## config.mk

```make
export PLATFORM = sky130hd
export DESIGN_NAME = ac_top
export DESIGN_NICKNAME = d
export VERILOG_FILES = /design/src/ac_pkg.sv /design/src/ac_top.sv /design/src/ac_pad.sv /design/src/ac_cmd_encoder.sv
export SDC_FILE = /design/constraint.sdc
export NUM_CORES = 1
export LEC_CHECK = 0
export ABC_CLOCK_PERIOD_IN_PS = 1040
export BUFFER_PORTS_ARGS = -buffer_cell sky130_fd_sc_hd__buf_4
export CELL_PAD_IN_SITES_DETAIL_PLACEMENT = 0
export CELL_PAD_IN_SITES_GLOBAL_PLACEMENT = 2
export CORE_ASPECT_RATIO = 2
export CORE_MARGIN = 2
export CORE_UTILIZATION = 31
export DETAILED_ROUTE_END_ITERATION = 8
export PLACE_DENSITY = 0.81
export SLEW_MARGIN = 20
export SYNTH_ARGS = -nofsm -noshare
export SYNTH_HDL_FRONTEND = slang
export SYNTH_SLANG_ARGS = --single-unit
```

## constraint.sdc

```tcl
create_clock -name pll_afi_clk -period 1.04 [get_ports pll_afi_clk]
set_clock_uncertainty 0.2 [all_clocks]
set_input_delay 0.104 -clock pll_afi_clk [delete_from_list [all_inputs] [get_ports pll_afi_clk]]
set_output_delay 0.104 -clock pll_afi_clk [all_outputs]
set_load 0.03 [all_outputs]
```

## src/ac_pkg.sv

```systemverilog
// Address/command shared definitions

package ac_pkg;

    // ******************************
    // Default field widths
    // ******************************

    // Row/column address bits on the memory pins
    parameter int ADDR_WIDTH_DEF = 14;

    // Bank address bits
    parameter int BANK_WIDTH_DEF = 3;

    // Number of chip selects, one rank per select
    parameter int CS_WIDTH_DEF = 2;

    // ******************************
    // AFI command opcodes
    // ******************************

    // Opcodes as issued by the controller at the AFI boundary
    // CMD_PD flips the power-down state, so cke goes low if it was high
    // and high if it was low
    typedef enum logic [2:0] {
        CMD_NOP = 3'd0,
        CMD_ACT = 3'd1,
        CMD_RD  = 3'd2,
        CMD_WR  = 3'd3,
        CMD_PRE = 3'd4,
        CMD_REF = 3'd5,
        CMD_MRS = 3'd6,
        CMD_PD  = 3'd7
    } ac_cmd_t;

    // Packed AFI word layout, most significant field first
    //   cs_n [CS_WIDTH], ras_n, cas_n, we_n, cke, ba [BANK_WIDTH], addr [ADDR_WIDTH]
    // The word is 4 + CS_WIDTH + BANK_WIDTH + ADDR_WIDTH bits wide and every
    // module derives that width from its own width parameters

endpackage
```

## src/ac_top.sv

```systemverilog
// Address/command path top level
`timescale 1ns/1ps

module ac_top #(
    parameter int ADDR_WIDTH   = ac_pkg::ADDR_WIDTH_DEF,
    parameter int BANK_WIDTH   = ac_pkg::BANK_WIDTH_DEF,
    parameter int CS_WIDTH     = ac_pkg::CS_WIDTH_DEF,
    parameter bit REGISTER_C2P = 1'b1
) (
    input  logic                        pll_afi_clk,
    input  logic                        rst,
    input  ac_pkg::ac_cmd_t             afi_cmd,
    input  logic [$clog2(CS_WIDTH)-1:0] afi_cs,
    input  logic [BANK_WIDTH-1:0]       afi_ba,
    input  logic [ADDR_WIDTH-1:0]       afi_addr,
    output logic [CS_WIDTH-1:0]         mem_cs_n,
    output logic                        mem_ras_n,
    output logic                        mem_cas_n,
    output logic                        mem_we_n,
    output logic                        mem_cke,
    output logic [BANK_WIDTH-1:0]       mem_ba,
    output logic [ADDR_WIDTH-1:0]       mem_a
);

    // ******************************
    // Word layout
    // ******************************

    localparam int WORD_WIDTH = 4 + CS_WIDTH + BANK_WIDTH + ADDR_WIDTH;

    // Bit positions of the single-bit fields above the bank field
    localparam int CKE_BIT   = ADDR_WIDTH + BANK_WIDTH;
    localparam int WE_N_BIT  = CKE_BIT + 1;
    localparam int CAS_N_BIT = CKE_BIT + 2;
    localparam int RAS_N_BIT = CKE_BIT + 3;

    // Encoded word into the pad and registered word out of it
    logic [WORD_WIDTH-1:0] ac_afi_word;
    logic [WORD_WIDTH-1:0] ac_mem_word;

    // ******************************
    // Encoder and pad
    // ******************************

    ac_cmd_encoder #(
        .ADDR_WIDTH (ADDR_WIDTH),
        .BANK_WIDTH (BANK_WIDTH),
        .CS_WIDTH   (CS_WIDTH)
    ) i_ac_cmd_encoder (
        .pll_afi_clk (pll_afi_clk),
        .rst         (rst),
        .afi_cmd     (afi_cmd),
        .afi_cs      (afi_cs),
        .afi_ba      (afi_ba),
        .afi_addr    (afi_addr),
        .ac_afi_word (ac_afi_word)
    );

    ac_pad #(
        .WORD_WIDTH   (WORD_WIDTH),
        .REGISTER_C2P (REGISTER_C2P)
    ) i_ac_pad (
        .pll_afi_clk (pll_afi_clk),
        .ac_afi_word (ac_afi_word),
        .ac_mem_word (ac_mem_word)
    );

    // Split the pin word back into named memory pins
    assign mem_cs_n  = ac_mem_word[WORD_WIDTH-1 -: CS_WIDTH];
    assign mem_ras_n = ac_mem_word[RAS_N_BIT];
    assign mem_cas_n = ac_mem_word[CAS_N_BIT];
    assign mem_we_n  = ac_mem_word[WE_N_BIT];
    assign mem_cke   = ac_mem_word[CKE_BIT];
    assign mem_ba    = ac_mem_word[ADDR_WIDTH +: BANK_WIDTH];
    assign mem_a     = ac_mem_word[ADDR_WIDTH-1:0];

endmodule

```

## src/ac_pad.sv

```systemverilog
// Address/command output pad
`timescale 1ns/1ps

module ac_pad #(
    parameter int WORD_WIDTH   = 4 + ac_pkg::CS_WIDTH_DEF + ac_pkg::BANK_WIDTH_DEF
                                   + ac_pkg::ADDR_WIDTH_DEF,
    parameter bit REGISTER_C2P = 1'b1
) (
    input  logic                  pll_afi_clk,
    input  logic [WORD_WIDTH-1:0] ac_afi_word,
    output logic [WORD_WIDTH-1:0] ac_mem_word
);

    // ******************************
    // Core to periphery boundary
    // ******************************

    // Word as seen on the periphery side of the boundary
    logic [WORD_WIDTH-1:0] c2p_word;

    // SDR output register in the I/O periphery
    logic [WORD_WIDTH-1:0] out_word_q;

    generate
        if (REGISTER_C2P) begin : g_c2p_reg
            // Extra flop stage eases timing across the core/periphery boundary
            always_ff @(posedge pll_afi_clk) begin
                c2p_word <= ac_afi_word;
            end
        end else begin : g_c2p_pass
            // Boundary crossed combinationally, one cycle less latency
            assign c2p_word = ac_afi_word;
        end
    endgenerate

    // ******************************
    // SDR output register
    // ******************************

    // In SDR mode the double-rate output cell reduces to one flop per pin,
    // clocked by the AFI clock and launching on its rising edge
    always_ff @(posedge pll_afi_clk) begin
        out_word_q <= c2p_word;
    end

    // Memory pins come straight from the output register
    assign ac_mem_word = out_word_q;

endmodule

```

## src/ac_cmd_encoder.sv

```systemverilog
// AFI command encoder
`timescale 1ns/1ps

module ac_cmd_encoder #(
    parameter int ADDR_WIDTH = ac_pkg::ADDR_WIDTH_DEF,
    parameter int BANK_WIDTH = ac_pkg::BANK_WIDTH_DEF,
    parameter int CS_WIDTH   = ac_pkg::CS_WIDTH_DEF
) (
    input  logic                                      pll_afi_clk,
    input  logic                                      rst,
    input  ac_pkg::ac_cmd_t                           afi_cmd,
    input  logic [$clog2(CS_WIDTH)-1:0]               afi_cs,
    input  logic [BANK_WIDTH-1:0]                     afi_ba,
    input  logic [ADDR_WIDTH-1:0]                     afi_addr,
    output logic [4+CS_WIDTH+BANK_WIDTH+ADDR_WIDTH-1:0] ac_afi_word
);

    import ac_pkg::*;

    // ******************************
    // Next-state signals
    // ******************************

    // Selected chip select driven low, all others high
    logic [CS_WIDTH-1:0]   cs_sel_n;

    logic [CS_WIDTH-1:0]   cs_n_d;
    logic                  ras_n_d;
    logic                  cas_n_d;
    logic                  we_n_d;
    logic                  cke_d;
    logic [BANK_WIDTH-1:0] ba_d;
    logic [ADDR_WIDTH-1:0] addr_d;

    // Registered fields of the AFI word
    logic [CS_WIDTH-1:0]   cs_n_q;
    logic                  ras_n_q;
    logic                  cas_n_q;
    logic                  we_n_q;
    logic                  cke_q;
    logic [BANK_WIDTH-1:0] ba_q;
    logic [ADDR_WIDTH-1:0] addr_q;

    // ******************************
    // Chip select decode
    // ******************************

    // One-hot-low decode of the chip select index
    always_comb begin
        for (int i = 0; i < CS_WIDTH; i++) begin
            cs_sel_n[i] = (afi_cs != i);
        end
    end

    // ******************************
    // Opcode decode
    // ******************************

    always_comb begin
        // Strobes idle high, the addressed rank is selected and cke holds
        cs_n_d  = cs_sel_n;
        ras_n_d = 1'b1;
        cas_n_d = 1'b1;
        we_n_d  = 1'b1;
        cke_d   = cke_q;
        ba_d    = afi_ba;
        addr_d  = afi_addr;

        unique case (afi_cmd)
            CMD_NOP: begin
                // Deselect every rank and park the address bus at zero
                cs_n_d = '1;
                ba_d   = '0;
                addr_d = '0;
            end
            CMD_ACT: begin
                ras_n_d = 1'b0;
            end
            CMD_RD: begin
                cas_n_d = 1'b0;
            end
            CMD_WR: begin
                cas_n_d = 1'b0;
                we_n_d  = 1'b0;
            end
            CMD_PRE: begin
                ras_n_d = 1'b0;
                we_n_d  = 1'b0;
            end
            CMD_REF: begin
                ras_n_d = 1'b0;
                cas_n_d = 1'b0;
            end
            CMD_MRS: begin
                ras_n_d = 1'b0;
                cas_n_d = 1'b0;
                we_n_d  = 1'b0;
            end
            CMD_PD: begin
                // Power-down entry or exit happens with all ranks deselected
                cs_n_d = '1;
                ba_d   = '0;
                addr_d = '0;
                cke_d  = ~cke_q;
            end
        endcase
    end

    // ******************************
    // AFI word register
    // ******************************

    // Reset forces a NOP with cke low, which is also the power-up state
    always_ff @(posedge pll_afi_clk) begin
        if (rst) begin
            cs_n_q  <= '1;
            ras_n_q <= 1'b1;
            cas_n_q <= 1'b1;
            we_n_q  <= 1'b1;
            cke_q   <= 1'b0;
            ba_q    <= '0;
            addr_q  <= '0;
        end else begin
            cs_n_q  <= cs_n_d;
            ras_n_q <= ras_n_d;
            cas_n_q <= cas_n_d;
            we_n_q  <= we_n_d;
            cke_q   <= cke_d;
            ba_q    <= ba_d;
            addr_q  <= addr_d;
        end
    end

    // Field order follows the layout stated in the package
    assign ac_afi_word = {cs_n_q, ras_n_q, cas_n_q, we_n_q, cke_q, ba_q, addr_q};

endmodule

```

**Word level (Yosys, flattened, before mapping)**

Cells that the tools add are included.

- Register bits after elaboration: 69
- Bits in latches: 0
- RAM bits: 0
- ROM bits: 0
- Bits of input ports: 23
- Output and inout port bits: 23
- Word-level logic and storage cells: 26
- Memories: 0

- Add/sub/neg operators: 0
- Multipliers: 0
- Div/mod/pow operators: 0
- Order comparisons: 0
- Equal/unequal tests: 7
- Shift-type cells: 0
- Muxes and demuxes: 3
- Bitwise gates (word level): 2
- Reduce and logical (&&, ||, !) cells: 5

Operator list:

| cell | number |
|---|---|
| 3-bit == test, second input constant | 4 |
| 4-bit OR reduction | 2 |
| 3-bit by 2-bit == test with 1-bit output, second input constant | 2 |
| 3-bit OR reduction | 2 |
| 3-bit by 1-bit == test with 1-bit output, second input constant | 1 |
| 3-bit logical NOT | 1 |
| 1-bit two-way mux | 3 |
| 1-bit NOT | 2 |

**Longest topological paths before layout**

Gate-level depths: netlist of the first run.

- Depth after elaboration: 3
- Mapped depth: 4
- Mapped depth without buffers: 2

**Cells and area by module**

Synthesis of the first run repeated with hierarchy kept, for this count alone.

- Cells, all modules: 111
- Area total of the unflattened synthesis: 1800.5 um^2

Modules (own cells, without submodules):

| module | times used | cells an instance | area each (um^2) | seq. area each (um^2) |
|---|---|---|---|---|
| ac_pad | 1 | 46 | 920.9 | 920.9 |
| ac_cmd_encoder | 1 | 65 | 879.6 | 460.4 |

**Worst setup path before layout of the first run**

No wires, ideal clock.

- Kind: input-to-reg
- Start point: input port afi_cmd[2]
- End point: register i_ac_cmd_encoder.cs_n_q[0]
- Library setup time: 134 ps
- Data arrival time: 763 ps
- Required time: 706 ps
- Path slack: -57 ps
- Stages on the path: 3
- Path buffers: 1
- Cells stage by stage: and3_4 buf_6 or4_1

- Cells in the longest elaborated chain, start to end: 2
- Elaborated cells on any way between the ends: 3

Ends and longest elaborated chain:

| what | RTL line | text |
|---|---|---|
| start, declared | ac_top.sv:12 | `input ac_pkg::ac_cmd_t afi_cmd,` |
| 3-bit == test or 3-bit logical NOT (tied branches) | ac_cmd_encoder.sv:69 | `unique case (afi_cmd)` |
| 3-bit OR reduction (no line) * | -- |  |
| end signal, assigned | ac_cmd_encoder.sv:124 | `cs_n_q <= cs_n_d;` |
| end, declared | ac_cmd_encoder.sv:36 | `logic [CS_WIDTH-1:0] cs_n_q;` |

Mark *: on every way between the ends. The rest lies on a longest branch, timed or not.
A chain may end at the register's enable or synchronous reset.

**Worst setup path after layout of the first run**

- Start point: register i_ac_pad.out_word_q[22], in the netlist i_ac_pad.ac_mem_word[22]
- End point: output port mem_cs_n[1]

RTL lines:

| what | RTL line | text |
|---|---|---|
| start, declared | ac_pad.sv:22 | `logic [WORD_WIDTH-1:0] out_word_q;` |
| start signal, assigned | ac_pad.sv:43 | `out_word_q <= c2p_word;` |
| end, declared | ac_top.sv:16 | `output logic [CS_WIDTH-1:0] mem_cs_n,` |

No word-level cell between the ends.

==> flow_summary.toml, run 1 <==
[timing]
setup_viol = 23
worst_pin_slew_ns = 0.310
setup-tns-final_ns = -0.730
clock.fmax_ghz = 0.925
fin_crit_sh = 1.04
fin_crit_ns = 1.08
drv_slew = 0
fin_ws_ns = -0.0410
slew_headroom = 0.791
rsz0062_at_grt = "true"
timing_hold_violations_final = 9
fin_hold_ws_ns = -0.225

[setup_path]
crit_required_ns = 0.74
reg2reg_from = "i_ac_cmd_encoder.cke_q"
reg2regPathDepth = 2
critPathKind = "reg -> out"
worstSetupPathDepth = 1
reg2reg_slack_ns = 0.03
path_max_fanout = 1
worstReg2RegEnd = "i_ac_cmd_encoder.cke_q"
cpLargestDelayFamily = "flip-flops"
start_kind = "register"
path_buf_inv = 1
endpoint_kind = "output pin"
crit_slowest_cell = "dfxtp_2"
cp.arrival_ns = 0.78
path_cells = "buf_6"
slowest_delay_ns = 0.33

[synthesis]
synth_area_leader_cell = "dfxtp_1"
synthDistinctLibCells = 20
synth-seq-cells = 69
synth_edf_count = 0
postSynthCellCount = 106
syn_avg_cell_area_sq_um = 16.6
yosysMostFrequentCell = "dfxtp_1"
synth_common_cells = "69 x dfxtp_1, 10 x nor4b_2, 7 x nor4b_1"
synth_area_leaders = "dfxtp_1 79%, nor4b_2 8.5%, nor4b_1 3.5%, buf_6 1.3%, nor3_4 0.92%"
synth_ff_type = "dfxtp_1"
yosysWarnings = 0
netlist_area_sq_mm = 0.00176
synthArstFlopShare = 0
syn-num-nets = 129
ys_seq_area_frac = 0.785
synth_top_area_share = 0.785

[route]
wire_per_inst_um = 13.0
antenna_left = 0
vias_per_cell = 4.28
vias = 1058
drtIter0Drc = 19
firstDrtPassIters = 4
wl_um = 3200
drc = 0

[floorplan]
start_util = 0.322
die-area_sq_mm = 0.00633
io_pins = 46
dieWidth_um = 57.3
core_sq_mm = 0.00547
fp.dieH_um = 111
rows = 38

[placed_design]
io_buffers = 45
gp_congestion = 0.691
place_area_sq_mm = 0.00220
hpwlAfterDp_um = 2150
dp_slack_ns = -0.191

[grt]
first_global_vias = 1122
grt_max_degree = 16
grt_pass1_wl_um = 5140
grt_overflow = 0
track_usage = 0.115
antenna_found_initial = 0

[cts]
cts_buffer_depth = 2
root_buffer = "clkbuf_8"
numCtsBuffers = 9
clock_latency_ns = 0.33
cts_setup_buffers = 0
cts.sinks = 69
htree_levels = 3
ctsHoldBuffers = 17
cts_tree = "done"
clkTransAtPathRegs_ns = 0.07

[worst_hold_path]
whs_path_depth = 2
worstHoldEndpoint = "i_ac_cmd_encoder.cs_n_q[0]"
min_from = "afi_cs"
hold_path_class = "in -> reg"

[pwr]
powerDensity_mw_per_mm2 = 1950
irDropWorstVdd_mv = 1.19
power.total_mw = 5.22
leakagePower_nw = 1.13

[outcome]
status = "complete, but fails checks"
violations = "hold timing, setup timing"

[finish]
drive_above_1_share = 0.567
n_antenna_cell = 0
multi_input_area_sq_um = 358
fill_cells = 467
post-route-util = 0.491
stdcell_area_sq_mm = 0.00268
nets = 206
regArea_sq_mm = 0.00141
area_delta_synth_final_pct = 52.5

[run]
max_cap_violations = 0
logic make-up (layout without fill, tap and decap cells):
kind of cell	after synthesis	count (layout)	share of synthesized area
flip-flops	69	69	0.785
AO/OA/AOI/OAI	4	4	0.0171
multiplexers	1	1	0.00640
AND/OR/NAND/NOR	27	27	0.169
buffers and inverters	5	86	0.0220
placed cells by master, fill, tap and decap left out:
master | Yosys | layout
nor2_1 | 1 | 1
clkinv_2 | 0 | 1
and3b_1 | 1 | 1
and3_4 | 1 | 1
a21boi_0 | 1 | 1
nor4b_1 | 7 | 4
mux2_2 | 1 | 1
buf_4 | 1 | 31
nor2b_1 | 1 | 1
nand3b_1 | 1 | 1
buf_6 | 2 | 23
nor3_4 | 1 | 1
or4_1 | 1 | 1
clkbuf_1 | 1 | 2
o21bai_1 | 1 | 1
or2b_1 | 2 | 2
clkbuf_8 | 0 | 12
nor4b_2 | 10 | 13
dfxtp_1 | 69 | 46
or4b_1 | 1 | 1
dfxtp_2 | 0 | 23
dlygate4sd3_1 | 0 | 17
a21o_1 | 2 | 2
state kept, by name (all words and copies together) (netlist names):
name and flops:
i_ac_cmd_encoder.we_n_q 1, i_ac_cmd_encoder.ba_q 3, i_ac_cmd_encoder.cs_n_q 2, i_ac_cmd_encoder.addr_q 14, i_ac_cmd_encoder.cke_q 1, i_ac_pad.ac_mem_word 23, i_ac_cmd_encoder.cas_n_q 1, i_ac_pad.c2p_word 23
i_ac_cmd_encoder.ras_n_q 1
layer usage:
metal  wire (um)  vias to the layer above  part of all wire  global-route usage
met5           0                        -                 0                   0
met4         102                        0             0.032              0.0899
met3         170                        8             0.053              0.0433
met2        1900                       40              0.59               0.205
met1        1040                      492              0.32              0.0948
li1            -                      518                 -                   -
timing repair:
item	in CTS	in global routing
endpoints found under the setup margin	23	26
hold endpoints to repair	21	9
resized for setup	46	3
cloned	0	0
power by group:
group          internal (mW)  leakage, nW  switching (mW)
Sequential              2.81        0.576          0.0477
Combinational          0.265        0.463           0.219
Clock                   1.05       0.0926           0.834
layout make-up:
class                      count  area share
tap                           60      0.0280
timing repair buffer          71       0.247
sequential                    69       0.526
clock buffer                  14      0.0644
multi-input combinational     32       0.133
clock inverter                 1     0.00187
per-stage QoR:
step           hold slack [ns]  std cells
6_report                -0.225        247
5_1_grt                 -0.236        247
2_1_floorplan          0.00919        106
4_1_cts                 -0.247        247
3_3_place_gp             0.109        215
3_5_place_dp             0.112        215
how the worst max path moves through the flow:
stage                                   startpoint                    endpoint  slack [ns]
after floorplan                         afi_cmd[2]  i_ac_cmd_encoder.cs_n_q[0]       -0.06
after global placement                  afi_cmd[2]  i_ac_cmd_encoder.cs_n_q[1]       -0.16
after detailed placement                afi_cmd[2]  i_ac_cmd_encoder.cs_n_q[1]       -0.19
after CTS                  i_ac_pad.ac_mem_word[1]                    mem_a[1]       -0.07
after global routing       i_ac_pad.ac_mem_word[1]                    mem_a[1]       -0.08
final                     i_ac_pad.ac_mem_word[22]                 mem_cs_n[1]       -0.04
Note: power is estimated with default switching activity, not from simulation.
==> run 2: changes to the inputs <==
- SKIP_CTS_REPAIR_TIMING: default -> 1
==> flow_summary.toml, run 2 (synthesis gave the netlist of run 1 again) <==
[setup_path]
cpLargestDelayFamily = "flip-flops"
crit_required_ns = 0.74
cp.arrival_ns = 0.78
endpoint_kind = "output pin"
path_max_fanout = 1
start_kind = "register"
crit_slowest_cell = "dfxtp_2"
slowest_delay_ns = 0.33
path_cells = "buf_6"
critPathKind = "reg -> out"
path_buf_inv = 1

[placed_design]
dp_slack_ns = -0.191
hpwlAfterDp_um = 2150
gp_congestion = 0.691
place_area_sq_mm = 0.00220
dp_cells = 215
io_buffers = 45

[finish]
layoutNonFillerInstCount = 246
mostFrequentLayoutCell = "dfxtp_1"
multi_input_area_sq_um = 339
stdcell_area_sq_mm = 0.00265
area_delta_synth_final_pct = 50.9
nets = 205
n_antenna_cell = 0
final_cell_mix = "46 x dfxtp_1, 31 x buf_4, 23 x dfxtp_2, 23 x buf_6, 16 x dlygate4sd3_1"
fill_cells = 475
drive_above_1_share = 0.554
regArea_sq_mm = 0.00141

[pwr]
power.total_mw = 5.22
irDropWorstVdd_mv = 1.16
leakagePower_nw = 1.12
powerDensity_mw_per_mm2 = 1970

[cts]
cts.sinks = 69
clkTransAtPathRegs_ns = 0.07
clock_latency_ns = 0.33
htree_levels = 3
cts_tree = "done"
root_buffer = "clkbuf_8"
numCtsBuffers = 9
cts_buffer_depth = 2

[timing]
setup_viol = 23
drv_slew = 0
worst_pin_slew_ns = 0.327
rsz0062_at_grt = "true"
fin_crit_ns = 1.08
timing_hold_violations_final = 10
fin_hold_ws_ns = -0.225
fin_crit_sh = 1.04
slew_headroom = 0.779
clock.fmax_ghz = 0.925
fin_ws_ns = -0.0415

[grt]
track_usage = 0.104
grt_overflow = 0
antenna_found_initial = 0
grt_pass1_wl_um = 4610
first_global_vias = 1012
grt_max_degree = 16

[route]
antenna_left = 0
vias = 1061
firstDrtPassIters = 4
wire_per_inst_um = 13.0
drc = 0
vias_per_cell = 4.31
wl_um = 3200
drtIter0Drc = 21

[run]
max_cap_violations = 0

[outcome]
status = "complete, but fails checks"
violations = "hold timing, setup timing"

[floorplan]
dieWidth_um = 57.3
fp.dieH_um = 111
io_pins = 46
start_util = 0.322
rows = 38
die-area_sq_mm = 0.00633
core_sq_mm = 0.00547

[worst_hold_path]
hold_path_class = "in -> reg"
run 2: changes by cell type in the layout (fill, tap and decap cells not counted):
cell,change
nor4b_2,-3
nor4b_1,+3
dlygate4sd3_1,-1
run 2: path summary, 6_finish.rpt:
check	startpoint	endpoint	slack, ns	depth (start not counted)
setup / recovery	i_ac_pad.ac_mem_word[22]	mem_cs_n[1]	-0.04	1
hold / removal	afi_cs	i_ac_cmd_encoder.cs_n_q[0]	-0.22	2
setup reg to reg	i_ac_cmd_encoder.cke_q	i_ac_cmd_encoder.cke_q	0.03	2
hold reg to reg	i_ac_cmd_encoder.addr_q[0]	i_ac_pad.c2p_word[0]	0.12	0
run 2: routing by layer:
metal  wire (um)  track usage  share of wire  vias up
met2        1890        0.181           0.59       37
met3         171       0.0433          0.053        7
met4          85       0.0837          0.027        0
li1            -            -              -      517
met1        1050       0.0860           0.33      500
met5           0            0              0        -
run 2: through the flow:
step           setup TNS [ns]  utilization
2_1_floorplan         -0.0570            -
3_3_place_gp            -1.58        0.403
3_5_place_dp            -2.30        0.403
4_1_cts                 -1.71        0.435
5_1_grt                 -1.47        0.485
6_report               -0.753        0.485
run 2: layout make-up:
type | instances | share of cell area
Clock inverter | 1 | 0.00189
Clock buffer | 14 | 0.0651
Timing Repair Buffer | 70 | 0.246
Multi-Input combinational cell | 32 | 0.128
Sequential cell | 69 | 0.531
Tap cell | 60 | 0.0283
run 2: report_power, final:
group          switching [mW]  total (mW)  leakage [nW]  internal (mW)
clock network           0.838        1.88        0.0926           1.05
logic                   0.215       0.475         0.453          0.259
registers              0.0480        2.86         0.576           2.81
==> run 3: changes to the inputs <==
- CTS_BUF_LIST: default -> sky130_fd_sc_hd__clkbuf_8 sky130_fd_sc_hd__clkbuf_16
- SYNTH_HIERARCHICAL: default -> 1
==> flow_summary.toml, run 3 <==
[outcome]
status = "complete, but fails checks"
violations = "hold timing, setup timing"

[timing]
setup-tns-final_ns = -0.465
fin_hold_ws_ns = -0.195
rsz0062_at_grt = "true"
fin_ws_ns = -0.0323
drv_slew = 0
worst_pin_slew_ns = 0.272
slew_headroom = 0.816
fin_crit_sh = 1.03
fin_crit_ns = 1.07
clock.fmax_ghz = 0.933
timing_hold_violations_final = 3
setup_viol = 23

[floorplan]
core_sq_mm = 0.00566
start_util = 0.318
die-area_sq_mm = 0.00647
dieWidth_um = 57.9
io_pins = 46
fp.dieH_um = 112
rows = 39

[finish]
fill_cells = 472
stdcell_area_sq_mm = 0.00281
final_cell_mix = "46 x dfxtp_1, 34 x buf_4, 23 x dfxtp_2, 23 x buf_6, 16 x dlygate4sd3_1"
mostFrequentLayoutCell = "dfxtp_1"
post-route-util = 0.497
drive_above_1_share = 0.574
area_delta_synth_final_pct = 56.2
n_antenna_cell = 0
nets = 208

[setup_path]
path_max_fanout = 1
path_buf_inv = 1
endpoint_kind = "output pin"
reg2regPathDepth = 2
cp.arrival_ns = 0.77
worstReg2RegEnd = "i_ac_cmd_encoder/cke_q"
start_kind = "register"
slowest_delay_ns = 0.33
critPathKind = "reg -> out"
cpLargestDelayFamily = "flip-flops"
crit_required_ns = 0.74
crit_slowest_cell = "dfxtp_2"
reg2reg_from = "i_ac_cmd_encoder/cke_q"
path_cells = "buf_6"
reg2reg_slack_ns = 0.04

[route]
drc = 0
firstDrtPassIters = 3
wire_per_inst_um = 12.4
antenna_left = 0
vias = 1054
vias_per_cell = 4.20
wl_um = 3120
drtIter0Drc = 11

[cts]
cts_buffer_depth = 2
root_buffer = "clkbuf_16"
htree_levels = 3
cts.sinks = 69
cts_tree = "done"
clock_latency_ns = 0.32
clkTransAtPathRegs_ns = 0.05
numCtsBuffers = 9

[grt]
antenna_found_initial = 0
first_global_vias = 996
grt_pass1_wl_um = 4620
grt_max_degree = 21
track_usage = 0.102
grt_overflow = 0

[placed_design]
gp_congestion = 0.690
hpwlAfterDp_um = 2120
dp_slack_ns = -0.213
place_area_sq_mm = 0.00222
io_buffers = 45

[synthesis]
synthArstFlopShare = 0
synth_area_leader_cell = "dfxtp_1"
synth_top_family_by_area = "simple AND/OR/NAND/NOR gates"
synthXorXnorAreaFrac = 0
netlist_area_sq_mm = 0.00180
synth_area_leaders = "dfxtp_1 77%, nor4b_2 8.3%, nor4b_1 3.4%, buf_4 2.1%, buf_6 1.9%"
syn-num-nets = 134
synth-simple-area-share = 0.165
synth_adder_area_share = 0
synth_edf_count = 0
synth-seq-cells = 69
synth_top_area_share = 0.767
synth_compound_area_frac = 0.0174
ys_seq_area_frac = 0.767
synth_common_cells = "69 x dfxtp_1, 10 x nor4b_2, 7 x nor4b_1"
synth_ff_type = "dfxtp_1"
postSynthCellCount = 111
yosysWarnings = 6
yosysMostFrequentCell = "dfxtp_1"
syn_avg_cell_area_sq_um = 16.2
synthDistinctLibCells = 21
synth_mux_area_frac = 0.00625

[pwr]
p_clk_frac = 0.474
pwr-share-comb = 0.076
leakagePower_nw = 1.20
powerDensity_mw_per_mm2 = 2260
irDropWorstVdd_mv = 1.57
p_switching_mw = 1.25
swShare = 0.196
p_seq_frac = 0.450
internal-power_mw = 5.12

[run]
max_cap_violations = 0

[worst_hold_path]
worstHoldEndpoint = "i_ac_cmd_encoder/cs_n_q[0]"
hold_path_class = "in -> reg"
whs_path_depth = 2
min_from = "afi_cs"
[run 3: area by class of cell]
| cell class | instances | area [sq um] | share of cell area |
|---|---|---|---|
| Sequential cell | 69 | 1410 | 0.501 |
| Tap cell | 61 | 76.3 | 0.0271 |
| Multi-Input combinational cell | 32 | 339 | 0.121 |
| Timing Repair Buffer | 73 | 674 | 0.240 |
| Clock buffer | 12 | 267 | 0.0948 |
| Clock inverter | 4 | 46.3 | 0.0165 |
[run 3: worst max-delay path by stage]
stage	start	end	slack [ns]	cells after the start
after detailed placement	afi_cmd[2]	i_ac_cmd_encoder/cs_n_q[1]	-0.21	3
after floorplan	afi_cmd[0]	i_ac_cmd_encoder/cs_n_q[0]	-0.17	4
final	i_ac_pad/ac_mem_word[17]	mem_cke	-0.03	1
after CTS	i_ac_pad/ac_mem_word[17]	mem_cke	-0.07	1
after global placement	afi_cmd[2]	i_ac_cmd_encoder/cs_n_q[1]	-0.21	3
after global routing	i_ac_pad/ac_mem_word[2]	mem_a[2]	-0.05	1
[run 3: power groups by stage]
stage / Sequential [mW] / Clock, mW / Combinational, mW
CTS: 2.84 / 3.10 / 0.409
floorplan: 2.99 / 0 / 0.125
global route: 2.87 / 3.20 / 0.514
finish: 2.86 / 3.02 / 0.485
global placement: 2.89 / 0 / 0.399
detailed placement: 2.90 / 0 / 0.408
[run 3: routing by layer]
metal	global-route usage	up-vias	part of all wire
met1	0.0863	494	0.35
met5	0	-	0
li1	-	524	-
met3	0.0407	7	0.047
met4	0.0930	0	0.036
met2	0.173	29	0.57
[run 3: cell families (layout without fill, tap and decap cells)]
logic type	after synthesis	after routing
buf+inv	10	89
compound gates	4	4
mux	1	1
flops	69	69
simple gates	27	27
[run 3: per-stage QoR]
step | hold slack [ns] | std cells | power, mW
2_1_floorplan | 0.00824 | 111 | 3.12
4_1_cts | -0.204 | 235 | 6.35
3_3_place_gp | 0.110 | 219 | 3.29
5_1_grt | -0.199 | 251 | 6.59
6_report | -0.195 | 251 | 6.36
3_5_place_dp | 0.112 | 219 | 3.31
